File: config.mk
export PLATFORM = sky130hd
export DESIGN_NAME = uart_alu_top
export DESIGN_NICKNAME = d
export VERILOG_FILES = /design/src/calc_pkg.sv /design/src/alu_if.sv /design/src/byte_fifo.sv /design/src/alu_arith.sv /design/src/alu_logic.sv /design/src/alu_core.sv /design/src/uart_alu_interface.sv /design/src/uart_alu_top.sv
export SDC_FILE = /design/constraint.sdc
export NUM_CORES = 1
export LEC_CHECK = 0
export BUFFER_PORTS_ARGS = -buffer_cell sky130_fd_sc_hd__buf_2
export CORE_AREA = 2 2 181 130
export DETAILED_ROUTE_END_ITERATION = 6
export DIE_AREA = 0 0 183 132
export PLACE_DENSITY_LB_ADDON = 0.15
export SKIP_LAST_GASP = 1
export SYNTH_ARGS = -nofsm -noshare
export SYNTH_HDL_FRONTEND = slang
export SYNTH_HIERARCHICAL = 1
export SYNTH_SLANG_ARGS = --single-unit
File: constraint.sdc
create_clock -name i_clk -period 3.7 [get_ports i_clk]
set_input_delay 0.74 -clock i_clk [delete_from_list [all_inputs] [get_ports i_clk]]
set_output_delay 0.74 -clock i_clk [all_outputs]
set_load 0.05 [all_outputs]
File: src/calc_pkg.sv
package calc_pkg;

    // Byte and operand width
    localparam int DATA_W     = 8;
    // Opcode field sits in the low bits of the opcode byte
    localparam int OPCODE_W   = 6;

    // Queue depth must stay a power of two
    localparam int FIFO_DEPTH = 8;
    localparam int ADDR_W     = $clog2(FIFO_DEPTH);
    localparam int COUNT_W    = ADDR_W + 1;     // Holds 0..FIFO_DEPTH

    // Arithmetic group
    localparam logic [OPCODE_W-1:0] OP_ADD = 6'b100000;
    localparam logic [OPCODE_W-1:0] OP_SUB = 6'b100010;

    // Bitwise group
    localparam logic [OPCODE_W-1:0] OP_AND = 6'b100100;
    localparam logic [OPCODE_W-1:0] OP_OR  = 6'b100101;
    localparam logic [OPCODE_W-1:0] OP_XOR = 6'b100110;
    localparam logic [OPCODE_W-1:0] OP_NOR = 6'b100111;

    // Right shifts by the low three bits of B
    localparam logic [OPCODE_W-1:0] OP_SRL = 6'b000010;
    localparam logic [OPCODE_W-1:0] OP_SRA = 6'b000011;

    // Shift amount field width
    localparam int SHAMT_W = $clog2(DATA_W);

    // Frame controller states with one per received field plus compute and send
    typedef enum logic [2:0] {
        IDLE        = 3'b000,   // Waiting for opcode byte
        SAVE_OP1    = 3'b001,   // Waiting for operand A
        SAVE_OP2    = 3'b010,   // Waiting for operand B
        COMPUTE_ALU = 3'b011,   // Result latched here
        SEND_RESULT = 3'b100    // Push result to transmit queue
    } ctrl_state_t;

endpackage

File: src/alu_if.sv
interface alu_if;
    import calc_pkg::*;

    logic [DATA_W-1:0]   op_a;      // Operand A
    logic [DATA_W-1:0]   op_b;      // Operand B
    logic [OPCODE_W-1:0] op_code;   // Operation select
    logic [DATA_W-1:0]   result;    // Combinational from the operands

    // Frame controller side
    modport ctrl (
        output op_a,
        output op_b,
        output op_code,
        input  result
    );

    // ALU side
    modport alu (
        input  op_a,
        input  op_b,
        input  op_code,
        output result
    );

endinterface

File: src/byte_fifo.sv
module byte_fifo (
    input  logic                      i_clk,
    input  logic                      i_reset,
    input  logic                      i_wr,        // Push request
    input  logic [calc_pkg::DATA_W-1:0] i_wr_data,
    output logic                      o_full,
    input  logic                      i_rd,        // Pop request
    output logic [calc_pkg::DATA_W-1:0] o_rd_data, // Oldest entry while not empty
    output logic                      o_empty
);
    import calc_pkg::*;

    logic [DATA_W-1:0]  mem [FIFO_DEPTH];
    logic [ADDR_W-1:0]  wr_ptr;
    logic [ADDR_W-1:0]  rd_ptr;
    logic [COUNT_W-1:0] count;
    logic               wr_en;
    logic               rd_en;

    // Qualified handshakes
    assign wr_en = i_wr && !o_full;
    assign rd_en = i_rd && !o_empty;

    assign o_full    = (count == COUNT_W'(FIFO_DEPTH));
    assign o_empty   = (count == '0);
    assign o_rd_data = mem[rd_ptr];     // Fall-through read

    // Storage array
    always_ff @(posedge i_clk)
    begin
        if (wr_en)
        begin
            mem[wr_ptr] <= i_wr_data;
        end
    end

    // Pointers wrap on their own since depth is a power of two
    always_ff @(posedge i_clk or posedge i_reset)
    begin
        if (i_reset)
        begin
            wr_ptr <= '0;
            rd_ptr <= '0;
            count  <= '0;
        end
        else
        begin
            if (wr_en)
            begin
                wr_ptr <= wr_ptr + 1'b1;
            end
            if (rd_en)
            begin
                rd_ptr <= rd_ptr + 1'b1;
            end
            // Simultaneous push and pop leaves the count alone
            case ({wr_en, rd_en})
                2'b10:   count <= count + 1'b1;
                2'b01:   count <= count - 1'b1;
                default: count <= count;
            endcase
        end
    end

    // Both sides of the queue are expected to look at the flags first
    a_no_write_when_full: assert property (
        @(posedge i_clk) disable iff (i_reset) i_wr |-> !o_full
    ) else $error("byte_fifo: write while full");

    a_no_read_when_empty: assert property (
        @(posedge i_clk) disable iff (i_reset) i_rd |-> !o_empty
    ) else $error("byte_fifo: read while empty");

endmodule

File: src/alu_arith.sv
module alu_arith (
    input  logic [calc_pkg::DATA_W-1:0] i_op_a,
    input  logic [calc_pkg::DATA_W-1:0] i_op_b,
    input  logic                        i_sub,   // 1 selects a - b
    output logic [calc_pkg::DATA_W-1:0] o_sum
);
    import calc_pkg::*;

    logic [DATA_W-1:0] b_eff;
    logic [DATA_W-1:0] carry_in;

    // Two's complement subtract through the same adder
    assign b_eff    = i_sub ? ~i_op_b : i_op_b;
    assign carry_in = DATA_W'(i_sub);

    // Carry out dropped so the sum wraps modulo 2**DATA_W
    assign o_sum = i_op_a + b_eff + carry_in;

endmodule

File: src/alu_logic.sv
module alu_logic (
    input  logic [calc_pkg::DATA_W-1:0]   i_op_a,
    input  logic [calc_pkg::DATA_W-1:0]   i_op_b,
    input  logic [calc_pkg::OPCODE_W-1:0] i_op_code,
    output logic [calc_pkg::DATA_W-1:0]   o_res
);
    import calc_pkg::*;

    logic [SHAMT_W-1:0] shamt;
    logic [DATA_W-1:0]  sra_res;

    assign shamt = i_op_b[SHAMT_W-1:0];   // Only low bits of B count

    // Sign bit fills from the left
    assign sra_res = DATA_W'($signed(i_op_a) >>> shamt);

    always_comb
    begin
        case (i_op_code)
            OP_AND:  o_res = i_op_a & i_op_b;
            OP_OR:   o_res = i_op_a | i_op_b;
            OP_XOR:  o_res = i_op_a ^ i_op_b;
            OP_NOR:  o_res = ~(i_op_a | i_op_b);
            OP_SRL:  o_res = i_op_a >> shamt;
            OP_SRA:  o_res = sra_res;
            default: o_res = '0;           // Not a logic/shift op
        endcase
    end

endmodule

File: src/alu_core.sv
module alu_core (
    alu_if.alu bus
);
    import calc_pkg::*;

    logic              sub_sel;
    logic              arith_sel;
    logic              logic_sel;
    logic [DATA_W-1:0] arith_res;
    logic [DATA_W-1:0] logic_res;

    // Opcode decode
    assign sub_sel   = (bus.op_code == OP_SUB);
    assign arith_sel = (bus.op_code == OP_ADD) || sub_sel;

    always_comb
    begin
        case (bus.op_code)
            OP_AND, OP_OR, OP_XOR, OP_NOR, OP_SRL, OP_SRA: logic_sel = 1'b1;
            default:                                       logic_sel = 1'b0;
        endcase
    end

    // Both units run side by side
    alu_arith u_arith (
        .i_op_a (bus.op_a),
        .i_op_b (bus.op_b),
        .i_sub  (sub_sel),
        .o_sum  (arith_res)
    );

    alu_logic u_logic (
        .i_op_a    (bus.op_a),
        .i_op_b    (bus.op_b),
        .i_op_code (bus.op_code),
        .o_res     (logic_res)
    );

    // Unknown opcode gives zero
    always_comb
    begin
        if (arith_sel)
        begin
            bus.result = arith_res;
        end
        else if (logic_sel)
        begin
            bus.result = logic_res;
        end
        else
        begin
            bus.result = '0;
        end
    end

endmodule

File: src/uart_alu_interface.sv
module uart_alu_interface (
    input  logic                        i_clk,
    input  logic                        i_reset,
    input  logic                        i_rx_empty,  // Receive queue empty
    input  logic [calc_pkg::DATA_W-1:0] i_r_data,    // Head of receive queue
    output logic                        o_rd_uart,   // Pop from receive queue
    input  logic                        i_tx_full,   // Transmit queue full
    output logic [calc_pkg::DATA_W-1:0] o_w_data,    // Byte to transmit
    output logic                        o_wr_uart,   // Push to transmit queue
    alu_if.ctrl                         bus
);
    import calc_pkg::*;

    ctrl_state_t state_reg;
    ctrl_state_t state_next;

    // Frame fields and the latched result
    logic [OPCODE_W-1:0] opcode;
    logic [DATA_W-1:0]   op1;
    logic [DATA_W-1:0]   op2;
    logic [DATA_W-1:0]   result;

    logic capture_state;

    assign capture_state = (state_reg == IDLE) ||
                           (state_reg == SAVE_OP1) ||
                           (state_reg == SAVE_OP2);

    // One pop per field, only while a byte is waiting
    assign o_rd_uart = capture_state && !i_rx_empty;
    assign o_wr_uart = (state_reg == SEND_RESULT) && !i_tx_full;

    // State register
    always_ff @(posedge i_clk or posedge i_reset)
    begin
        if (i_reset)
        begin
            state_reg <= IDLE;
        end
        else
        begin
            state_reg <= state_next;
        end
    end

    // Next-state logic
    always_comb
    begin
        state_next = state_reg;
        case (state_reg)
            IDLE:
            begin
                if (!i_rx_empty)
                begin
                    state_next = SAVE_OP1;
                end
            end
            SAVE_OP1:
            begin
                if (!i_rx_empty)
                begin
                    state_next = SAVE_OP2;
                end
            end
            SAVE_OP2:
            begin
                if (!i_rx_empty)
                begin
                    state_next = COMPUTE_ALU;
                end
            end
            COMPUTE_ALU: state_next = SEND_RESULT;  // Always a single cycle
            SEND_RESULT:
            begin
                // Hold here under transmit back-pressure
                if (!i_tx_full)
                begin
                    state_next = IDLE;
                end
            end
            default: state_next = IDLE;
        endcase
    end

    // Datapath registers
    always_ff @(posedge i_clk)
    begin
        if (o_rd_uart && state_reg == IDLE)
        begin
            opcode <= i_r_data[OPCODE_W-1:0];   // Upper bits dropped
        end
        if (o_rd_uart && state_reg == SAVE_OP1)
        begin
            op1 <= i_r_data;
        end
        if (o_rd_uart && state_reg == SAVE_OP2)
        begin
            op2 <= i_r_data;
        end
        if (state_reg == COMPUTE_ALU)
        begin
            result <= bus.result;
        end
    end

    assign bus.op_code = opcode;
    assign bus.op_a    = op1;
    assign bus.op_b    = op2;
    assign o_w_data    = result;

    // A pop always moves the FSM on to the next field
    a_rd_advances: assert property (
        @(posedge i_clk) disable iff (i_reset)
        o_rd_uart |=> (state_reg != $past(state_reg))
    ) else $error("uart_alu_interface: pop without state advance");

    // A push ends the frame
    a_wr_ends_frame: assert property (
        @(posedge i_clk) disable iff (i_reset)
        o_wr_uart |=> (state_reg == IDLE)
    ) else $error("uart_alu_interface: push without return to IDLE");

endmodule

File: src/uart_alu_top.sv
module uart_alu_top (
    input  logic                        i_clk,
    input  logic                        i_reset,
    input  logic [calc_pkg::DATA_W-1:0] i_rx_data,   // Host byte in
    input  logic                        i_rx_wr,
    output logic                        o_rx_full,
    output logic [calc_pkg::DATA_W-1:0] o_tx_data,   // Result byte out
    output logic                        o_tx_valid,
    input  logic                        i_tx_rd
);
    import calc_pkg::*;

    logic              rx_empty;
    logic [DATA_W-1:0] rx_data;
    logic              rd_uart;
    logic              tx_full;
    logic              tx_empty;
    logic [DATA_W-1:0] w_data;
    logic              wr_uart;

    alu_if alu_bus ();

    byte_fifo rx_fifo (
        .i_clk     (i_clk),
        .i_reset   (i_reset),
        .i_wr      (i_rx_wr),
        .i_wr_data (i_rx_data),
        .o_full    (o_rx_full),
        .i_rd      (rd_uart),
        .o_rd_data (rx_data),
        .o_empty   (rx_empty)
    );

    uart_alu_interface u_ctrl (
        .i_clk      (i_clk),
        .i_reset    (i_reset),
        .i_rx_empty (rx_empty),
        .i_r_data   (rx_data),
        .o_rd_uart  (rd_uart),
        .i_tx_full  (tx_full),
        .o_w_data   (w_data),
        .o_wr_uart  (wr_uart),
        .bus        (alu_bus.ctrl)
    );

    alu_core u_alu (
        .bus (alu_bus.alu)
    );

    byte_fifo tx_fifo (
        .i_clk     (i_clk),
        .i_reset   (i_reset),
        .i_wr      (wr_uart),
        .i_wr_data (w_data),
        .o_full    (tx_full),
        .i_rd      (i_tx_rd),
        .o_rd_data (o_tx_data),
        .o_empty   (tx_empty)
    );

    assign o_tx_valid = !tx_empty;   // Result waiting for the host

endmodule

# Word level (Yosys, flattened, before mapping)
# Memories as Yosys holds them, arrays and structs flattened.
# Index checks and enable logic that the tools add are counted.
# op_classes
add_sub_neg	10
mul	0
n_div	0
magnitude_cmp	0
n_eq_ne	22
shift	2
mux	16
n_bitwise	5
reduce_logical	23
# ops
operator	n
$pmux W8 S6	1
$eq A6 B6 Y1 const B	6
$mux W8	3
$not A8 Y8	2
$pmux W4 S2	2
$pmux W3 S5	1
$add A3 B1 Y3 const B	4
$eq A6 B2 Y1 const B	2
$mux W3	4
$logic_and A1 B1 Y1	9
$add A4 B1 Y4 const B	2
$add A8 B1 Y8	1
$add A8 B8 Y8	1
$and A8 B8 Y8	1
$eq A4 B4 Y1 const B	2
$logic_not A4 Y1	2
$ne A2 B2 Y1 const B	4
$or A8 B8 Y8	1
$shr A8 B3 Y8	1
$sshr A8 B3 Y8	1
$sub A4 B1 Y4 const B	2
$xor A8 B8 Y8	1
$eq A3 B2 Y1 const B	2
$reduce_or A6 Y1	1
10 further kinds	22
# word_totals
reg_bits	53
latchBits	0
ram_bits	128
rom_bits	0
input_bits	12
output_inout_bits	10
elab_cells	91
memories	2
# memory_table
name	depth	width	read_ports	rd_ports_with_merged_regs	wr	line_no	rtl
rx_fifo.mem	8	8	1	0	1	byte_fifo.sv:13	logic [DATA_W-1:0] mem [FIFO_DEPTH];
tx_fifo.mem	8	8	1	0	1	byte_fifo.sv:13	

# Longest topological paths before layout
# logic_depth
depth_word	7
depth_mapped	12
ltp_nobuf	10

# Hierarchy
# The synthesis kept the hierarchy.
# by_module_without_submodules
module	instances	cells_each	area_each_um2	seq_area_each_um2
byte_fifo	2	161	3135.5	2172.1
uart_alu_interface	1	51	1077.3	975.9
alu_logic	1	129	914.6	0.0
alu_arith	1	45	414.1	0.0
alu_core	1	14	137.6	0.0
uart_alu_top	1	1	3.8	0.0

# Worst setup path after synthesis
# No wires, ideal clock.
# synth_timing
path_type	reg2reg
from	reg u_ctrl.opcode[4], in the netlist u_ctrl/bus.op_code[4]
to	reg u_ctrl.result[5], in the netlist u_ctrl/o_w_data[5], data pin
setup_ns	0.256
t_arrival_ns	2.862
t_required_ns	3.444
slack_ns	0.582
path_stages_with_launch	13
n_path_buf	2
period_less_slack_ns	3.118
cell_sequence	edfxtp_1 -> or2_4 -> nor4b_4 -> and2_1 -> buf_6 -> xor2_1 -> ha_1 -> buf_6 -> and4_1 -> a211o_2 -> a211oi_2 -> xnor2_1 -> a22o_1
# synth_via
elab_chain_len	5
elab_cells_between_ends	17
classes_between	add/sub: 2; eq/ne: 8; mux: 5; reduce/logical: 2
# synth_rtl
element	line_no	rtl
start, declared	uart_alu_interface.sv:18	logic [OPCODE_W-1:0] opcode;
start signal, assigned	uart_alu_interface.sv:90	opcode <= i_r_data[OPCODE_W-1:0];
$eq A6 B6 Y1 (*)	alu_core.sv:13	assign sub_sel = (bus.op_code == OP_SUB);
via u_alu.sub_sel	alu_core.sv:6	logic sub_sel;
$mux W8	alu_arith.sv:13	assign b_eff = i_sub ? ~i_op_b : i_op_b;
$add A8 B8 Y8	alu_arith.sv:17	assign o_sum = i_op_a + b_eff + carry_in;
$add A8 B1 Y8 (*)	alu_arith.sv:17	
via u_alu.arith_res[5]	alu_core.sv:9	logic [DATA_W-1:0] arith_res;
$mux W8 (*)	alu_core.sv:42	if (arith_sel)
via alu_bus.result[5]	alu_if.sv:7	logic [DATA_W-1:0] result;
end signal, assigned	uart_alu_interface.sv:102	result <= bus.result;
end, declared	uart_alu_interface.sv:21	logic [DATA_W-1:0] result;
# Mark *: on every way through the listed nets, which the timed path passes. The rest lies on a longest branch.
# A chain may end at the register's enable or synchronous reset.

# Worst setup path after layout
# Same ends and word-level chain as after synthesis.

==> impl_metrics.json <==
{
  "cts_setup_buffers": 0,
  "cp.required_ns": 3.88,
  "start_kind": "flop",
  "core-area_um2": 22300,
  "cts_resized": 0,
  "p_leak_nw": 3.58,
  "nFillCells": 1995,
  "cts-root-buf": "clkbuf_16",
  "end_kind": "flop",
  "gp_congestion": 0.834,
  "antenna_cells": 0,
  "yosysTopAreaCellShare_pct": 53.8,
  "initial_utilization_pct": 39.5,
  "h-tree-depth": 4,
  "hp-class": "input port to async pin",
  "dp_hpwl_um": 11500,
  "layout_commonest_cell": "edfxtp_1",
  "fin_crit_ns": 3.28,
  "grt_pass1_vias": 4781,
  "p_total_mw": 8.49,
  "cp_data_arrival_time_ns": 3.46,
  "antenna_found_initial": 0,
  "worst-slew-pin-transition_ns": 1.09,
  "layout_common_cells": "158 x edfxtp_1, 37 x inv_1, 32 x mux4_1, 32 x ha_1, 29 x nor2_1",
  "antenna_left": 0,
  "rows": 46,
  "slew_headroom_pct": 26.7,
  "fin_crit_sh_pct": 88.5,
  "clk_pin_slew_ns": 0.07,
  "final-max-slew-violation-count": 0,
  "grt_pass1_wl_um": 27000,
  "path_max_fanout": 8,
  "status": "complete, no violations",
  "max_clock_freq_ghz": 0.305,
  "hold_viol_final": 0,
  "cts.sinks": 181,
  "skew_ns": 0.0122,
  "drv_cap": 0,
  "setup_slack_ns": 0.425,
  "synth_seq_cells": 181,
  "grt_usage_pct": 14.9,
  "async_flop_share_pct": 12.7,
  "portBuffers": 21,
  "dr.pass1.iters": 5,
  "synth_edf_count": 158,
  "clkLatencyLatePin_ns": 0.43,
  "whs_ns": 0.199,
  "yosys_most_used_dff": "edfxtp_1",
  "cts_tree": "yes",
  "fin_nets": 633,
  "io_pins": 22,
  "multi_input_area_um2": 3170,
  "fin_util_pct": 43.6,
  "post-place-cells": 855,
  "p_per_area_nw_per_um2": 872,
  "grt_max_degree": 28,
  "setup_viol": 0,
  "vias": 4750,
  "ys_top_cells_by_area": "edfxtp_1 54%, mux4_1 9.5%, dfrtp_1 6.5%",
  "rsz0062_at_grt": "no",
  "ir_drop_mv": 0.366,
  "drc": 0,
  "drt-initial-drc-count": 386,
  "design_area_um2": 9730,
  "yosysWarnings": 6,
  "synthCells": 562,
  "syn-mean-instance-area_um2": 15.7,
  "ys_seq_area_share_pct": 60.3,
  "hold_buffers": 0,
  "drive_above_1_share_pct": 17.9,
  "ys_types": 66,
  "crit_type": "flop to flop",
  "syn-cell-area_um2": 8820,
  "syn_nets": 609,
  "die_x_um": 183,
  "overflow": 0,
  "vias_per_cell": 5.36,
  "numCtsBuffers": 17,
  "wl_per_cell_um": 19.2,
  "die-area_um2": 24200,
  "cts.path.max_buffers": 2,
  "finalWirelength_um": 17000,
  "reg_top3": "rx_fifo/mem: 64 flops, tx_fifo/mem: 64 flops",
  "yosysTopAreaCell": "edfxtp_1",
  "die_h_um": 132,
  "layoutNonFillerInstCount": 887,
  "syn_to_final_growth_pct": 10.4,
  "finalSetupTns_ns": 0,
  "placed_cell_area_um2": 9150,
  "regArea_um2": 5320,
  "pre_cts_slack_ns": 0.438
}
## worst paths after layout
check	from	end	slack, ns	cells after the start
setup / recovery	u_ctrl/bus.op_code[4]	u_ctrl/o_w_data[5]	0.42	10
hold / removal	i_reset	u_ctrl/state_reg[0]	0.20	2
setup reg to reg	u_ctrl/bus.op_code[4]	u_ctrl/o_w_data[5]	0.42	10
hold reg to reg	rx_fifo/wr_ptr[0]	rx_fifo/wr_ptr[0]	0.53	1
max in group asynchronous	i_reset	tx_fifo/wr_ptr[1]	3.07	2
min in group i_clk	rx_fifo/wr_ptr[0]	rx_fifo/wr_ptr[0]	0.53	1
## where the power goes
| group | switching, mW | internal, mW |
|---|---|---|
| clock network | 0.808 | 0.958 |
| logic | 1.86 | 1.50 |
| registers | 0.579 | 2.78 |
## logic make-up after synthesis
kind of cell               share of synthesized area, %
DFF                                                60.3
and+or+nand+nor                                    7.11
AOI/OAI and AO/OA                                  6.50
muxes                                              14.4
buffers and inverters                              3.85
adders and majority gates                          5.22
xor gates and xnor gates                           2.58
## worst max-delay path, cell delays in order (launching register included)
cell	delay, ns
edfxtp_1	0.39
or2_4	0.29
nor4b_4	0.22
and2_1	0.45
xor2_1	0.13
ha_1	0.41
and4_1	0.25
a211o_2	0.36
a211oi_2	0.22
xnor2_1	0.09
a22o_1	0.20
## area by class of cell
class,instances,area share (%)
inverter,37,1.43
timing repair buffer,28,1.62
tap,288,3.70
clock inverter,15,1.67
multi-input combinational,321,32.6
clock buffer,17,4.37
sequential,181,54.7
## cells in the mapped netlist (4+ instances only)
master and instances:
xor2_1 10, edfxtp_1 158, a211oi_1 4, o21ai_0 10, ha_1 32, buf_6 8
buf_2 5, dfrtp_1 23, nand3_1 11, a22o_1 8, buf_4 4, nor2_1 29
nand2_1 26, mux2i_1 13, mux4_1 32, a21oi_1 11, xnor2_1 16, nor3b_1 5
o22ai_1 9, nand2b_1 7, nor3_1 4, inv_1 37, o21ai_1 4, nor2b_1 4
mux2_2 24
## metal layers
| layer | GRT usage [%] | vias up | wire (um) |
|---|---|---|---|
| met5 | 0 | - | 0 |
| met4 | 4.04 | 0 | 118 |
| met3 | 3.43 | 8 | 685 |
| met2 | 22.5 | 83 | 7700 |
| met1 | 21.8 | 2408 | 8490 |
| li1 | - | 2251 | - |
(Power assumes the default switching activity.)
